<file path="src/source/rbm_pkg.sv">
// ==============================
// Shared definitions for the RBM reconstruct phase
// Network sizes and fixed-point widths
// Sequencer state and parameter write opcode
// Parameter write, unit control and unit feed structs
// ==============================

`default_nettype none

package rbm_pkg;

    // ==============================
    // Sizes and widths
    // ==============================

    localparam int NUM_VISIBLE = 16;
    localparam int NUM_HIDDEN  = 16;

    // Weights and biases in 1-3-4 fixed point
    localparam int DATA_W = 8;
    localparam int ACC_W  = 16;

    // Sigmoid outputs and random numbers, fraction of 65536
    localparam int PROB_W = 16;

    localparam int ROW_W = 4;
    localparam int COL_W = 4;

    // Unit k starts from this value XOR k
    localparam logic [PROB_W-1:0] LFSR_SEED_BASE = 16'hACE1;

    // ==============================
    // Enums
    // ==============================

    typedef enum logic [1:0] {
        IDLE   = 2'd0,
        ACCUM  = 2'd1,
        FINISH = 2'd2
    } seq_state_e;

    typedef enum logic {
        WEIGHT = 1'b0,
        BIAS   = 1'b1
    } param_target_e;

    // ==============================
    // Structs
    // ==============================

    // One write into the weight array or the bias vector
    typedef struct packed {
        param_target_e            target;
        logic [ROW_W-1:0]         row;
        // Ignored for bias writes
        logic [COL_W-1:0]         col;
        logic signed [DATA_W-1:0] data;
    } param_write_t;

    // Common to all units
    typedef struct packed {
        logic clear;
        logic accumulate;
        logic hidden_bit;
        logic finish;
    } unit_ctrl_t;

    // Per-unit operands for the current column
    typedef struct packed {
        logic signed [DATA_W-1:0] weight;
        logic signed [DATA_W-1:0] bias;
    } unit_feed_t;

endpackage

`default_nettype wire
</file>
<file path="src/source/sample_collector.sv">
// ==============================
// Sample collector
// Latches the visible vector and pulses done
// ==============================

`timescale 1ns/100ps
`default_nettype none

module sample_collector (
    input  wire                               clk,
    input  wire                               reset_n,
    input  wire  [rbm_pkg::NUM_VISIBLE-1:0]   sample,
    input  wire  [rbm_pkg::NUM_VISIBLE-1:0]   sample_valid,
    output logic [rbm_pkg::NUM_VISIBLE-1:0]   visible,
    output logic                              done
);

    logic all_valid;

    // Units run in lockstep, so all report together
    assign all_valid = &sample_valid;

    always_ff @(posedge clk or negedge reset_n) begin
        if (!reset_n) begin
            visible <= '0;
            done    <= 1'b0;
        end else begin
            done <= all_valid;
            // Held until the next run completes
            if (all_valid) begin
                visible <= sample;
            end
        end
    end

endmodule

`default_nettype wire

</file>
<file path="config.mk">
export PLATFORM = sky130hd
export DESIGN_NAME = sample_collector
export DESIGN_NICKNAME = d
export VERILOG_FILES = /design/src/source/rbm_pkg.sv /design/src/source/sample_collector.sv
export SDC_FILE = /design/constraint.sdc
export NUM_CORES = 1
export LEC_CHECK = 0
export ABC_AREA = 0
export ABC_CLOCK_PERIOD_IN_PS = 1210
export BUFFER_PORTS_ARGS = -buffer_cell sky130_fd_sc_hd__buf_2
export CAP_MARGIN = 20
export CORE_MARGIN = 2
export CORE_UTILIZATION = 40
export DETAILED_ROUTE_END_ITERATION = 6
export MAX_ROUTING_LAYER = met4
export PLACE_DENSITY = 0.88
export SETUP_SLACK_MARGIN = 0.5
export SYNTH_ARGS = -nofsm -noshare
export SYNTH_HDL_FRONTEND = slang
export SYNTH_SLANG_ARGS = --single-unit
</file>
<file path="constraint.sdc">
create_clock -name clk -period 1.21 [get_ports clk]
set_input_delay 0.0605 -clock clk [delete_from_list [all_inputs] [get_ports clk]]
set_output_delay 0.0605 -clock clk [all_outputs]
set_load 0.005 [all_outputs]
</file>
==> reports/results.ini <==
[run_status]
run_status=finished, final reports clean

[yosys]
syn_avg_cell_area_um2=17.0
synth.distinct_cells=5
yosys_warnings=0
post_synth_instance_area_um2=663
synth-seq-area-share=0.642
ys_ff_latch=17
synthesis.nets=73
netlist.top_cell.by_area=sky130_fd_sc_hd__dfrtp_1
synthCells=39
synth_largest_type_area_fraction=0.642
synthTopCellsByArea=sky130_fd_sc_hd__dfrtp_1 64%, sky130_fd_sc_hd__mux2_2 27%, sky130_fd_sc_hd__nand4_1 3.8%

[power_and_ir_drop]
cellLeakagePower_nw=0.620
pwr_density_cell_mw_per_mm2=883
report.power.total_uw=926
vdd_drop_max_uv=708

[route]
route.vias.total=551
route.detailed.vias_per_inst=4.92
wirelength_um=1480
firstDrtPassIters=2
drtAntennaViolNets=0
routedWlPerCell_um=13.3
drtIter0Drc=1
route.detailed.drc=0

[setup_path]
worst_setup_path_startpoint=sample_valid[2]
startpoint_type=input pin
critical_path_end=visible[0]$_DFFE_PN0P_
cp_top_family=simple AND/OR/NAND/NOR gates
worstPathArrival_ns=1.20
worst-path-buf-inv=3
timing.critical_path.to_type=flop
worst_r2r_path_depth=1
worst_r2r_startpoint=visible[12]$_DFFE_PN0P_
slowest_delay_ns=0.33
setup_slack_on_the_worst_flop_to_flop_path_ns=0.45
timing.critical_path.depth=6
crit_required_ns=1.38
critical_path.cell_chain=buf_6 > nand4_1 > nor4_4 > buf_4 > clkbuf_16 > mux2_2
setup.worst_path.class=input pin to flop
critical_path.reg2reg.endpoint=visible[12]$_DFFE_PN0P_
slowest_stage=sky130_fd_sc_hd__mux2_2
worstPathMaxFanout=8

[clock_network]
numCtsBuffers=3
cts_tree=done
clock_latency_on_the_worst_skew_pair_ns=0.27
cts-root-to-sink-buffers=2
htree_levels=1
cts_hold_repair.buffers=1
worst_setup_hold_path_clk_slew_ns=0.09
cts_root_buf=sky130_fd_sc_hd__clkbuf_4
clock_sinks=17

[floorplanning]
die_width_um=44.7
floorplan.die.height_um=44.7
start_util=0.435
core_area_mm2=0.00152
number_of_placed_i_o_pins=51
number_of_placement_rows=14
dieArea_mm2=0.00200

[layout]
layout-drive-gt1-share=0.760
signed_area_change_from_the_synthesized_netlist_to_the_final_layout_pct=58.3
diodes=0
most_used_cells_in_the_layout_excluding_fill_and_tap_cells=45 x sky130_fd_sc_hd__buf_2, 17 x sky130_fd_sc_hd__dfrtp_1, 14 x sky130_fd_sc_hd__mux2_2
layout_commonest_cell=sky130_fd_sc_hd__buf_2
finish.net_count=131
final_design_area_no_fill_mm2=0.00105
final_core_utilization=0.689

[global_routing]
grt_usage=0.149
grt_start_max_net_pins=18
initial_antenna_violation_count=0
grt.overflow.total=0
grt_pass1_vias=547
wire_length_of_the_first_global_routing_pass_um=2100

[hold_path]
hp-class=input pin to flop
min_from=sample[11]

[sta]
grt_setup_unrepaired=yes
slew_headroom=0.761
timing_max_transition_violations_final=0
max_freq_mhz=966
layout_min_cycle_time_ns=1.04
measured_slew_at_the_worst_slew_check_pin_ns=0.358
min_period_over_period=0.856
fin_skew_ns=0
setup_total_negative_slack_ns=0
final_setup_violations=0
final-hold-violation-count=0

[placed_design]
placed_instance_area_um2=942
gp_congestion=0.621
numPortBuffers=50
half_perimeter_wire_length_of_the_detailed_placement_result_um=1090

[run]
cap_violations=0

metrics by stage:
step	std cells	hold WS [ns]	setup WS, ns
floorplan	39	-0.235	-0.131
global placement	105	-0.0112	-0.0686
detailed placement	105	-0.00608	-0.0933
CTS	110	-0.000640	0.203
global route	112	-0.000197	0.163
finish	112	0.0102	0.175
registers in the layout, summed over array words and instances (netlist names):
signal and flops:
done 1, visible 16
cells in the mapped netlist:
library cell,count
sky130_fd_sc_hd__dfrtp_1,17
sky130_fd_sc_hd__mux2_2,16
sky130_fd_sc_hd__nand4_1,4
sky130_fd_sc_hd__buf_6,1
sky130_fd_sc_hd__nor4_4,1
per-layer routing:
| layer | global-route usage | vias up | wire length (um) |
|---|---|---|---|
| met5 | - | - | 0 |
| met4 | 0.0545 | 0 | 0 |
| met3 | 0.0240 | 0 | 168 |
| met2 | 0.272 | 39 | 778 |
| met1 | 0.160 | 253 | 537 |
| li1 | - | 259 | - |
cell families (layout without fill, tap and decap cells):
logic type,after synthesis,count (layout),synth area share
buf+inv,1,58,0.0170
flops,17,17,0.642
mux,16,16,0.272
simple gates,5,5,0.0698
cell type report:
| type | instances | area, um^2 |
|---|---|---|
| clock buffer | 4 | 26.3 |
| sequential | 17 | 425 |
| multi-input combinational | 21 | 234 |
| tap | 16 | 20.0 |
| fill | 127 | 474 |
| timing repair buffer | 54 | 344 |
how the worst min path moves through the flow:
stage	end	slack (ns)	cells past startpoint
floorplan	done$_DFF_PN0_	-0.24	0
global placement	visible[9]$_DFFE_PN0P_	-0.01	1
detailed placement	visible[9]$_DFFE_PN0P_	-0.006	1
CTS	visible[6]$_DFFE_PN0P_	-0.0006	2
global route	visible[13]$_DFFE_PN0P_	-0.0002	2
finish	visible[11]$_DFFE_PN0P_	0.01	2
report_power, final:
| group | internal [mW] | switching [mW] | leakage [nW] |
|---|---|---|---|
| Sequential | 0.568 | 0.000167 | 0.238 |
| Clock | 0.128 | 0.152 | 0.0150 |
| Combinational | 0.0510 | 0.0279 | 0.367 |
| Total | 0.747 | 0.180 | 0.620 |
repair_timing:
item,4_1_cts,5_1_grt
buffers inserted,0,1
endpoints found under the hold margin,18,1
gates resized for setup,0,7
cloned,0,1
setup endpoints to repair,33,33
Power figures use the tool's default switching activity.
