$ cat src/source/rbm_pkg.sv
// ==============================
// Shared definitions for the RBM reconstruct phase
// Network sizes and fixed-point widths
// Sequencer state and parameter write opcode
// Parameter write, unit control and unit feed structs
// ==============================

`default_nettype none

package rbm_pkg;

    // ==============================
    // Sizes and widths
    // ==============================

    localparam int NUM_VISIBLE = 16;
    localparam int NUM_HIDDEN  = 16;

    // Weights and biases in 1-3-4 fixed point
    localparam int DATA_W = 8;
    localparam int ACC_W  = 16;

    // Sigmoid outputs and random numbers, fraction of 65536
    localparam int PROB_W = 16;

    localparam int ROW_W = 4;
    localparam int COL_W = 4;

    // Unit k starts from this value XOR k
    localparam logic [PROB_W-1:0] LFSR_SEED_BASE = 16'hACE1;

    // ==============================
    // Enums
    // ==============================

    typedef enum logic [1:0] {
        IDLE   = 2'd0,
        ACCUM  = 2'd1,
        FINISH = 2'd2
    } seq_state_e;

    typedef enum logic {
        WEIGHT = 1'b0,
        BIAS   = 1'b1
    } param_target_e;

    // ==============================
    // Structs
    // ==============================

    // One write into the weight array or the bias vector
    typedef struct packed {
        param_target_e            target;
        logic [ROW_W-1:0]         row;
        // Ignored for bias writes
        logic [COL_W-1:0]         col;
        logic signed [DATA_W-1:0] data;
    } param_write_t;

    // Common to all units
    typedef struct packed {
        logic clear;
        logic accumulate;
        logic hidden_bit;
        logic finish;
    } unit_ctrl_t;

    // Per-unit operands for the current column
    typedef struct packed {
        logic signed [DATA_W-1:0] weight;
        logic signed [DATA_W-1:0] bias;
    } unit_feed_t;

endpackage

`default_nettype wire
$ cat src/source/visible_unit.sv
// ==============================
// One visible neuron
// Weight accumulation and bias add
// Clamp and piecewise-linear sigmoid
// LFSR sampling of the visible bit
// ==============================

`timescale 1ns/100ps
`default_nettype none

module visible_unit #(
    parameter int UNIT_INDEX = 0
) (
    input  wire                        clk,
    input  wire                        reset_n,
    input  wire  rbm_pkg::unit_ctrl_t  ctrl,
    input  wire  rbm_pkg::unit_feed_t  feed,
    output logic                       sample,
    output logic                       sample_valid
);

    localparam logic [rbm_pkg::PROB_W-1:0] SEED =
        rbm_pkg::LFSR_SEED_BASE ^ rbm_pkg::PROB_W'(UNIT_INDEX);

    localparam int EXT_W = rbm_pkg::ACC_W - rbm_pkg::DATA_W;

    logic signed [rbm_pkg::ACC_W-1:0]  acc;
    logic signed [rbm_pkg::ACC_W-1:0]  pre;
    logic signed [rbm_pkg::ACC_W-1:0]  weight_ext;
    logic signed [rbm_pkg::ACC_W-1:0]  bias_ext;
    logic signed [rbm_pkg::DATA_W-1:0] clamped;
    logic [rbm_pkg::DATA_W-1:0]        mag;
    logic [rbm_pkg::PROB_W-1:0]        f_pos;
    logic [rbm_pkg::PROB_W-1:0]        prob;
    logic [rbm_pkg::PROB_W-1:0]        sig;
    logic [rbm_pkg::PROB_W-1:0]        lfsr;
    logic                              lfsr_fb;
    logic                              pre_valid;
    logic                              sig_valid;

    assign weight_ext = {{EXT_W{feed.weight[rbm_pkg::DATA_W-1]}}, feed.weight};
    assign bias_ext   = {{EXT_W{feed.bias[rbm_pkg::DATA_W-1]}}, feed.bias};

    // ==============================
    // Accumulate and bias
    // ==============================

    // One column per cycle, only where the hidden bit is set
    always_ff @(posedge clk) begin
        if (ctrl.clear) begin
            acc <= '0;
        end else if (ctrl.accumulate && ctrl.hidden_bit) begin
            acc <= acc + weight_ext;
        end
    end

    always_ff @(posedge clk) begin
        if (ctrl.finish) begin
            pre <= acc + bias_ext;
        end
    end

    // ==============================
    // Clamp and sigmoid
    // ==============================

    always_comb begin
        if (pre > 16'sd127) begin
            clamped = 8'sh7f;
        end else if (pre < -16'sd128) begin
            clamped = 8'sh80;
        end else begin
            clamped = pre[rbm_pkg::DATA_W-1:0];
        end
    end

    // Magnitude in sixteenths, 128 fits unsigned
    assign mag = clamped[rbm_pkg::DATA_W-1] ? rbm_pkg::DATA_W'(-clamped)
                                            : rbm_pkg::DATA_W'(clamped);

    // Positive half, four linear segments
    always_comb begin
        if (mag >= 8'd80) begin
            f_pos = 16'hffff;
        end else if (mag >= 8'd38) begin
            f_pos = {1'b0, mag, 7'b0} + 16'd55296;
        end else if (mag >= 8'd16) begin
            f_pos = {mag[6:0], 9'b0} + 16'd40960;
        end else begin
            f_pos = {mag[5:0], 10'b0} + 16'd32768;
        end
    end

    // Mirror for negative inputs, 65536 - f
    assign prob = clamped[rbm_pkg::DATA_W-1] ? (~f_pos + 16'd1) : f_pos;

    always_ff @(posedge clk) begin
        if (pre_valid) begin
            sig <= prob;
        end
    end

    // ==============================
    // Sampling
    // ==============================

    assign lfsr_fb = lfsr[15] ^ lfsr[13] ^ lfsr[12] ^ lfsr[10];

    always_ff @(posedge clk or negedge reset_n) begin
        if (!reset_n) begin
            pre_valid    <= 1'b0;
            sig_valid    <= 1'b0;
            sample_valid <= 1'b0;
            sample       <= 1'b0;
            lfsr         <= SEED;
        end else begin
            pre_valid    <= ctrl.finish;
            sig_valid    <= pre_valid;
            sample_valid <= sig_valid;
            if (sig_valid) begin
                // Compare first, then advance once per sample
                sample <= (sig > lfsr);
                lfsr   <= {lfsr[14:0], lfsr_fb};
            end
        end
    end

endmodule

`default_nettype wire

$ cat config.mk
export PLATFORM = sky130hd
export DESIGN_NAME = visible_unit
export DESIGN_NICKNAME = d
export VERILOG_FILES = /design/src/source/rbm_pkg.sv /design/src/source/visible_unit.sv
export SDC_FILE = /design/constraint.sdc
export NUM_CORES = 1
export LEC_CHECK = 0
export BUFFER_PORTS_ARGS = -buffer_cell sky130_fd_sc_hd__buf_2
export CAP_MARGIN = 30
export CELL_PAD_IN_SITES_DETAIL_PLACEMENT = 1
export CELL_PAD_IN_SITES_GLOBAL_PLACEMENT = 1
export CORE_MARGIN = 2
export CORE_UTILIZATION = 40
export DETAILED_ROUTE_END_ITERATION = 10
export PLACE_DENSITY_LB_ADDON = 0.1
export SLEW_MARGIN = 20
export SYNTH_ARGS = -nofsm -noshare
export SYNTH_HDL_FRONTEND = slang
export SYNTH_SLANG_ARGS = --single-unit
$ cat constraint.sdc
create_clock -name clk -period 7.4 [get_ports clk]
set_input_delay 1.48 -clock clk [delete_from_list [all_inputs] [get_ports clk]]
set_output_delay 1.48 -clock clk [all_outputs]
set_load 0.02 [all_outputs]
==> out/qor.yml <==
routing:
  vias: 3829
  drtIter0Drc: 160
  wl_per_cell_um: 15.8
  vias_per_cell: 5.58
  ant_nets: 0
  route.detailed.drc: 0
  wl_mm: 10.8
  dr.pass1.iters: 4
die:
  core_sq_um: 11000
  die_h_um: 111
  io_pins: 24
  die_area_sq_um: 12300
  die_w_um: 111
  initial_core_util_pct: 41.5
  rows: 38
layout:
  finalNonFillerCells: 686
  diodes: 0
  multi_input_area_sq_um: 2730
  fin_nets: 613
  fillers: 1285
  final-seq-area_sq_um: 1640
  syn_to_final_growth_pct: 13.3
  postLayoutCoreUtil_pct: 47.1
  drive_gt1_share_pct: 11.9
timing:
  maxSlewViolCount: 0
  tightest_slew_ns: 0.936
  slew_headroom_pct: 37.5
  finalSetupViolations: 0
  final.min_clock_period_ns: 4.59
  fmax_mhz: 218
  hold_violations: 0
  finClkSkew_ns: 0.00948
  hold_ws_ns: 0.483
  fin_crit_sh_pct: 62.1
  rsz0062_at_grt: "false"
  fin_tns_setup_ns: 0
cts:
  cts_resized: 0
  clk_path_buf_depth: 2
  worstSkewPairLatency_ns: 0.33
  postCtsSetupBuffers: 0
  clock-sinks: 63
  cts_tree: "done"
  cts_max_level: 3
  root_buffer: "clkbuf_16"
  path_clk_slew_ns: 0.06
  cts_hold_buf: 0
  cts_made_buffers: 9
synthesis:
  yosysTopAreaCellShare_pct: 17.8
  synth.distinct_cells: 66
  async_flop_share_pct: 31.7
  synthMostInstantiatedCell: "nand2_1"
  syn_area_sq_um: 4560
  synth_cells: 516
  synth_common_cells: "64 x nand2_1, 48 x ha_1, 42 x nor2_1"
  synth_enable_flop_cells: 27
  synthTopCellsByArea: "edfxtp_1 18%, ha_1 13%, dfxtp_1 7.0%, dfrtp_1 6.6%, nand2_1 5.3%"
  yosysTopAreaCell: "edfxtp_1"
  synth_seq_area_share_pct: 36.0
  synth_area_per_cell_sq_um: 8.84
  synth-seq-cells: 63
  synth_fp_nets: 588
  synth_warnings: 0
  ys_dominant_reg_cell: "edfxtp_1"
grt:
  grt_max_degree: 36
  grt_pass1_vias: 4042
  grt_pass1_wl_mm: 18.8
  grt-ovfl-total: 0
  antenna_found_initial: 0
  grt_use_total_pct: 18.4
power:
  power.density_nw_per_um2: 247
  finalPower_mw: 1.28
  p_leak_nw: 2.12
  peakVddDrop_v: 0.000139
setup_path:
  critPathLaunch: "pre[14]"
  worstSetupStartpointType: "flip-flop"
  rrSetupSlack_ns: 2.81
  setup.worst_path.end_class: "flip-flop"
  crit_type: "reg -> reg"
  cp_max_fo: 10
  worstReg2RegStart: "pre[14]"
  cp.required_ns: 7.47
  rr_endpoint: "sig[13]"
  r2r_cells: 16
  crit_arrival_ns: 4.67
worst_hold_path:
  hp-start: "lfsr[5]"
  hold_path_depth: 2
  min_to: "lfsr[6]"
  min_path_type: "reg -> reg"
run_status:
  status: "completed"
placed_design:
  place.gp.congestion: 0.841
  portBuffers: 23
  hpwl_mm: 8.25
  place_inst: 668
job:
  cap_violations: 0
worst max-delay path, cell delays in order (launching register included):
cell and delay (ns):
edfxtp_1 0.42, or4_4 0.59, or2_2 0.32, a2bb2oi_1 0.21
inv_1 0.16, ha_1 0.25, inv_1 0.11, a41oi_1 0.26
and2_4 0.24, ha_1 0.17, nand2_1 0.05, nor4_1 0.45
or4_4 0.23, and2_1 0.18, a2bb2oi_1 0.37, o21ai_1 0.14
xnor2_1 0.16
per-layer routing:
layer / global-route usage (%) / wire length, um / vias to the layer above
li1: - / - / 1941
met1: 21.1 / 4830 / 1836
met2: 34.0 / 5610 / 33
met3: 3.23 / 164 / 19
met4: 7.00 / 235 / 0
met5: 0 / 0 / -
sequential cells by signal, summed over array words and instances, names as in the netlist:
register,count
sig_valid,1
sample,1
acc,16
sig,11
pre_valid,1
lfsr,16
pre,16
sample_valid,1
how the worst max path moves through the flow:
stage	to	slack, ns	depth (start not counted)
global placement	sig[13]	3.03	16
CTS	sig[13]	2.75	16
global route	sig[13]	2.53	16
floorplan	sig[13]	3.32	17
detailed placement	sig[13]	2.80	16
finish	sig[13]	2.81	16
cell usage in the layout (no fill, tap or decap), drive strengths merged, types with 3 or more instances in the layout:
master    n
a211oi    8
nand3    11
buf      26
o31ai     3
nor3      9
o41ai     3
a2111oi   3
dfxtp    16
o22ai     3
or4       5
dfrtp    12
xnor2    21
a21o      9
o211ai    6
or3       7
dfstp     8
and2      7
a21oi    41
o21a      7
nand2    64
inv      38
a21boi    3
nor2b     7
a221oi    3
clkbuf   11
ha       48
or2       3
nand2b    3
nand3b    3
nand4     7
o21ai    36
nor2     42
a31oi     4
edfxtp   27
xor2      6
a2bb2oi   3
nor4      4
layout make-up:
type	instances	share of cell area (%)
clock buffer	11	4.91
clock inverter	5	1.52
inverter	37	2.69
multi-input combinational	404	52.8
sequential	63	31.8
tap	140	3.39
timing repair buffer	26	2.95
power breakdown:
part	internal (mW)	leakage (nW)	switching, mW
Clock	0.315	0.165	0.154
Sequential	0.430	0.628	0.0401
Combinational	0.145	1.33	0.193
Total	0.890	2.12	0.387
kinds of logic (layout without fill, tap and decap cells):
family / after synthesis / after routing / synth area share (%)
adders and majority gates: 50 / 50 / 14.0
xor gates and xnor gates: 27 / 27 / 5.18
and+or+nand+nor: 181 / 181 / 19.6
DFF: 63 / 63 / 36.0
AOI/OAI and AO/OA: 146 / 146 / 21.0
buffers and inverters: 49 / 79 / 4.20
per-stage QoR:
| stage | setup slack, ns | instance area, sq um |
|---|---|---|
| 6_report | 2.81 | 5170 |
| 5_1_grt | 2.53 | 5170 |
| 4_1_cts | 2.75 | 5140 |
| 3_5_place_dp | 2.80 | 4810 |
| 3_3_place_gp | 3.03 | 4810 |
| 2_1_floorplan | 3.32 | 4560 |
(Power assumes the default switching activity.)
