$ cat config.mk
export PLATFORM = sky130hd
export DESIGN_NAME = rbm_sequencer
export DESIGN_NICKNAME = d
export VERILOG_FILES = /design/src/source/rbm_pkg.sv /design/src/source/rbm_sequencer.sv
export SDC_FILE = /design/constraint.sdc
export NUM_CORES = 2
export LEC_CHECK = 0
export ABC_AREA = 1
export BUFFER_PORTS_ARGS = -buffer_cell sky130_fd_sc_hd__buf_2
export CORE_MARGIN = 3
export CORE_UTILIZATION = 42
export CTS_BUF_LIST = sky130_fd_sc_hd__clkbuf_4 sky130_fd_sc_hd__clkbuf_8
export CTS_CLUSTER_DIAMETER = 40
export DETAILED_ROUTE_END_ITERATION = 16
export MAX_ROUTING_LAYER = met4
export PLACE_DENSITY = 0.63
export SLEW_MARGIN = 20
export SYNTH_ARGS = -nofsm -noshare
export SYNTH_HDL_FRONTEND = slang
export SYNTH_SLANG_ARGS = --single-unit
$ cat constraint.sdc
create_clock -name clk -period 2 [get_ports clk]
set_input_delay 0.1 -clock clk [delete_from_list [all_inputs] [get_ports clk]]
set_output_delay 0.1 -clock clk [all_outputs]
set_load 0.02 [all_outputs]
$ cat src/source/rbm_pkg.sv
// ==============================
// Shared definitions for the RBM reconstruct phase
// Network sizes and fixed-point widths
// Sequencer state and parameter write opcode
// Parameter write, unit control and unit feed structs
// ==============================

`default_nettype none

package rbm_pkg;

    // ==============================
    // Sizes and widths
    // ==============================

    localparam int NUM_VISIBLE = 16;
    localparam int NUM_HIDDEN  = 16;

    // Weights and biases in 1-3-4 fixed point
    localparam int DATA_W = 8;
    localparam int ACC_W  = 16;

    // Sigmoid outputs and random numbers, fraction of 65536
    localparam int PROB_W = 16;

    localparam int ROW_W = 4;
    localparam int COL_W = 4;

    // Unit k starts from this value XOR k
    localparam logic [PROB_W-1:0] LFSR_SEED_BASE = 16'hACE1;

    // ==============================
    // Enums
    // ==============================

    typedef enum logic [1:0] {
        IDLE   = 2'd0,
        ACCUM  = 2'd1,
        FINISH = 2'd2
    } seq_state_e;

    typedef enum logic {
        WEIGHT = 1'b0,
        BIAS   = 1'b1
    } param_target_e;

    // ==============================
    // Structs
    // ==============================

    // One write into the weight array or the bias vector
    typedef struct packed {
        param_target_e            target;
        logic [ROW_W-1:0]         row;
        // Ignored for bias writes
        logic [COL_W-1:0]         col;
        logic signed [DATA_W-1:0] data;
    } param_write_t;

    // Common to all units
    typedef struct packed {
        logic clear;
        logic accumulate;
        logic hidden_bit;
        logic finish;
    } unit_ctrl_t;

    // Per-unit operands for the current column
    typedef struct packed {
        logic signed [DATA_W-1:0] weight;
        logic signed [DATA_W-1:0] bias;
    } unit_feed_t;

endpackage

`default_nettype wire
$ cat src/source/rbm_sequencer.sv
// ==============================
// Sequencer for the reconstruct run
// Weight array and bias storage with write port
// Run FSM and column counter
// Per-unit weight and bias feed
// ==============================

`timescale 1ns/100ps
`default_nettype none

module rbm_sequencer (
    input  wire                                             clk,
    input  wire                                             reset_n,
    input  wire                                             start,
    input  wire  [rbm_pkg::NUM_HIDDEN-1:0]                  hidden,
    input  wire                                             param_we,
    input  wire  rbm_pkg::param_write_t                     param,
    output logic                                            busy,
    output rbm_pkg::unit_ctrl_t                             ctrl,
    output rbm_pkg::unit_feed_t [rbm_pkg::NUM_VISIBLE-1:0]  feed
);

    localparam logic [rbm_pkg::COL_W-1:0] LAST_COL =
        rbm_pkg::COL_W'(rbm_pkg::NUM_HIDDEN - 1);

    // Second FINISH cycle, the last one before returning to IDLE
    localparam logic [rbm_pkg::COL_W-1:0] FINISH_END = rbm_pkg::COL_W'(1);

    rbm_pkg::seq_state_e state;
    logic [rbm_pkg::COL_W-1:0] col;
    logic [rbm_pkg::NUM_HIDDEN-1:0] hidden_r;

    logic signed [rbm_pkg::DATA_W-1:0] weights [rbm_pkg::NUM_VISIBLE][rbm_pkg::NUM_HIDDEN];
    logic signed [rbm_pkg::DATA_W-1:0] biases [rbm_pkg::NUM_VISIBLE];

    // ==============================
    // Parameter storage
    // ==============================

    // Writes only land while idle
    always_ff @(posedge clk or negedge reset_n) begin
        if (!reset_n) begin
            for (int r = 0; r < rbm_pkg::NUM_VISIBLE; r++) begin
                biases[r] <= '0;
                for (int c = 0; c < rbm_pkg::NUM_HIDDEN; c++) begin
                    weights[r][c] <= '0;
                end
            end
        end else if (param_we && state == rbm_pkg::IDLE) begin
            if (param.target == rbm_pkg::WEIGHT) begin
                weights[param.row][param.col] <= param.data;
            end else begin
                biases[param.row] <= param.data;
            end
        end
    end

    // ==============================
    // Run FSM
    // ==============================

    // Column counter also times the two FINISH cycles
    always_ff @(posedge clk or negedge reset_n) begin
        if (!reset_n) begin
            state <= rbm_pkg::IDLE;
            col   <= '0;
        end else begin
            case (state)
                rbm_pkg::IDLE: begin
                    col <= '0;
                    if (start) begin
                        state <= rbm_pkg::ACCUM;
                    end
                end
                rbm_pkg::ACCUM: begin
                    // Wraps to 0 on the way into FINISH
                    col <= col + 1'b1;
                    if (col == LAST_COL) begin
                        state <= rbm_pkg::FINISH;
                    end
                end
                rbm_pkg::FINISH: begin
                    if (col == FINISH_END) begin
                        state <= rbm_pkg::IDLE;
                        col   <= '0;
                    end else begin
                        col <= col + 1'b1;
                    end
                end
                default: begin
                    state <= rbm_pkg::IDLE;
                    col   <= '0;
                end
            endcase
        end
    end

    // Hidden vector sampled with an accepted start
    always_ff @(posedge clk) begin
        if (state == rbm_pkg::IDLE && start) begin
            hidden_r <= hidden;
        end
    end

    assign busy = (state != rbm_pkg::IDLE);

    // ==============================
    // Unit control and feed
    // ==============================

    always_comb begin
        // Units clear on the same edge that accepts start
        ctrl.clear      = (state == rbm_pkg::IDLE) && start;
        ctrl.accumulate = (state == rbm_pkg::ACCUM);
        ctrl.hidden_bit = hidden_r[col];
        ctrl.finish     = (state == rbm_pkg::FINISH) && (col == '0);
    end

    always_comb begin
        for (int k = 0; k < rbm_pkg::NUM_VISIBLE; k++) begin
            feed[k].weight = weights[k][col];
            feed[k].bias   = biases[k];
        end
    end

endmodule

`default_nettype wire

==> flow_metrics.py <==
metrics = {
    "yosys": {
        "synth_fp_nets": 14310,
        "ys_types": 24,
        "synthCells": 14270,
        "synth_top_family_by_area": "simple AND/OR/NAND/NOR gates",
        "netlist_area_um2": 105300,
        "post_synth_mux_area_share_pct": 0,
        "ys_ff_latch": 2198,
        "synth_edf_count": 16,
        "yosys.area_share.simple_pct": 26.49,
        "synth_compound_gate_area_share_pct": 10.36,
        "synthXorXnorAreaFrac_pct": 0.008316,
        "yosys.area_share.adder_pct": 0.08316,
        "syn_avg_cell_area_um2": 7.381,
        "ys_seq_area_share_pct": 52.30,
        "async_reset_ff_share_pct": 99.27,
        "synthFlopType": "dfrtp_1",
        "synth.yosys.warnings": 0,
    },
    "critical_path": {
        "worstPathRequired_ns": 1.90,
        "critPathArrivalTime_ns": 2.97,
        "critPathKind": "flip-flop to primary output",
        "startpoint_type": "flip-flop",
        "ff2ff_path_depth": 10,
        "crit_path_end_kind": "primary output",
        "cp_max_fo": 7,
    },
    "power": {
        "p_int_w": 0.08702,
        "ir_worst_vdd_uv": 602.9,
        "p_sw_w": 0.04051,
        "p_per_area_nw_per_um2": 986.1,
        "p_clk_share_pct": 39.3,
        "p_seq_share_pct": 37.3,
        "p_sw_share_pct": 31.77,
        "p_leak_nw": 63.12,
        "comb_power_share_pct": 23.4,
    },
    "outcome": {
        "violations": "negative setup slack",
        "status": "complete, but fails checks",
    },
    "routing": {
        "wl_met3_um": 20790,
        "drt-met1-wl_um": 153400,
        "drt-vias-per-instance": 5.033,
        "via_count": 93710,
        "first_pass_iters": 6,
        "highest_layer": "met4",
        "wl_per_cell_um": 18.58,
        "drt_iter0_drc": 9227,
        "post-route-drc-count": 0,
        "met2WireLength_um": 156200,
        "ant_nets": 0,
        "wl_um": 346000,
    },
    "placement": {
        "io_buffers": 297,
        "hpwl_um": 216900,
        "gp_congestion": 0.8514,
        "dpl_cell_area_um2": 116800,
        "dp_worst_setup_slack_ns": -0.1189,
    },
    "grt": {
        "antenna_found_initial": 8,
        "overflow": 0,
        "grt_usage_pct": 27.29,
        "grt_pass1_wl_um": 535400,
        "grt_pass1_vias": 88880,
        "grt_max_degree": 129,
    },
    "floorplan": {
        "core_area_um2": 249100,
        "num_io_pins": 298,
        "die_y_um": 506.8,
        "dieWidth_um": 506.8,
        "start_util_pct": 42.28,
        "die-area_um2": 256800,
        "rows": 183,
    },
    "finish": {
        "area_growth_syn_to_layout_pct": 22.80,
        "nets": 15000,
        "mostFrequentLayoutCell": "nand2_1",
        "layout_common_cells": "5271 x nand2_1, 2181 x o21ai_0, 2178 x dfrtp_1",
        "drive_gt1_share_pct": 14.18,
        "final_area_um2": 129300,
    },
    "sta": {
        "finalSetupViolCount": 1356,
        "rsz0062_at_grt": "true",
        "fin_skew_ns": 0.08434,
        "period_share_pct": 153.7,
        "worst_slack_ns": -1.074,
        "max_freq_mhz": 325.3,
        "worst_pin_slew_ns": 0.7675,
        "relSlewSlack_pct": 48.83,
        "period_minus_slack_ns": 3.074,
        "hold_viol": 0,
        "final-max-slew-violation-count": 0,
        "holdWs_ns": 0.1211,
    },
    "clocking": {
        "clock-root-buffer": "clkbuf_8",
        "insertion_delay_ns": 1.03,
        "cts_sinks": 2198,
        "cts_tree": "yes",
        "cts_max_level": 5,
        "cts.clk_slew.worst_paths_ns": 0.06,
        "ctsLongestPathBuffers": 4,
        "cts_buffers": 428,
    },
    "min_path": {
        "min_path_type": "input pin to flip-flop",
        "hold_depth": 4,
    },
    "job": {
        "max-cap-violations": 0,
    },
}
-- cells in the mapped netlist, types with 2 or more instances --
master | n | area [um^2]
nand2_1 | 5381 | 20200
dfrtp_1 | 2182 | 54600
o21ai_0 | 2181 | 10920
inv_1 | 1987 | 7458
nand3_1 | 1436 | 7187
clkbuf_1 | 831 | 3119
buf_2 | 86 | 430.4
nor2_1 | 65 | 244.0
buf_1 | 42 | 157.7
nor2_2 | 22 | 137.6
buf_4 | 16 | 120.1
edfxtp_1 | 16 | 480.5
ha_1 | 7 | 87.58
nor3_4 | 5 | 81.33
buf_6 | 3 | 33.78
nand2_2 | 2 | 12.51
-- power groups by stage --
stage	clock network, W	registers (W)	logic (W)
after global routing	0.0530	0.0478	0.0326
final	0.0501	0.0476	0.0298
after global placement	0	0.0483	0.0268
after floorplan	0	0.0491	0.0140
after CTS	0.0510	0.0476	0.0288
after detailed placement	0	0.0483	0.0270
-- critical path, stage by stage, from the launching register on --
cell and delay [ns]:
dfrtp_4 0.56, inv_12 0.13, buf_16 0.16, buf_12 0.14, buf_4 0.12, buf_4 0.13
nand2_1 0.05, nand3_1 0.06, nand2_1 0.06, nand2_1 0.09, nand2_1 0.08, inv_2 0.10
nand2_1 0.09, buf_2 0.17
-- layout make-up --
type	count	area (um^2)
diodes	4	10.01
clock buffers	624	7938
clock inverters	136	1637
fillers	24110	119800
inverters	1989	7556
multi-input cells	9105	39580
flip-flops and latches	2198	55100
well taps	3330	4167
repair buffers	1234	13350
-- final timing paths --
kind,end,slack [ns],start
hold reg to reg,feed[55],0.48,feed[55]
min in group asynchronous,weights[1653],0.34,reset_n
setup reg to reg,weights[1778],-0.19,state[1]
max in group asynchronous,weights[1232],0.59,reset_n
hold / removal,weights[925],0.12,param[5]
setup / recovery,feed[104],-1.07,col[0]
-- what timing repair did --
item | in CTS | in global routing
buffers inserted | 10 | 19
endpoints found under the setup margin | 1101 | 2096
hold buffers | 61 | 0
pin swaps | 5 | 24
resized for setup | 173 | 175
endpoints found under the hold margin | 4323 | 0
gates cloned | 17 | 11
-- flip-flops by register name (all words and copies together) (netlist names) --
register	cells
col	4
feed	128
weights	2048
hidden_r	16
state	2
-- cell families after synthesis --
kind of cell | count (synthesis)
AND/OR/NAND/NOR | 6916
buffers and inverters | 2967
AO/OA/AOI/OAI | 2181
adder cells (fa/ha/maj) | 7
flip-flops | 2198
XOR/XNOR | 1
-- metrics by stage --
step / utilization, % / cells / total power (W) / setup TNS (ns)
floorplan: - / 14270 / 0.06313 / 0
global placement: 46.89 / 17740 / 0.07511 / -2.629
detailed placement: 46.89 / 17740 / 0.07530 / -9.557
CTS: 51.50 / 18590 / 0.1273 / -183.43
global route: 51.92 / 18620 / 0.1334 / -403.00
finish: 51.92 / 18620 / 0.1275 / -194.48
-- routing by layer --
| layer | vias to the layer above | track usage, % |
|---|---|---|
| li1 | 45450 | - |
| met1 | 44590 | 37.06 |
| met2 | 2979 | 41.58 |
| met3 | 692 | 3.326 |
| met4 | 0 | 11.21 |
| met5 | - | - |
Power figures use the tool's default switching activity.
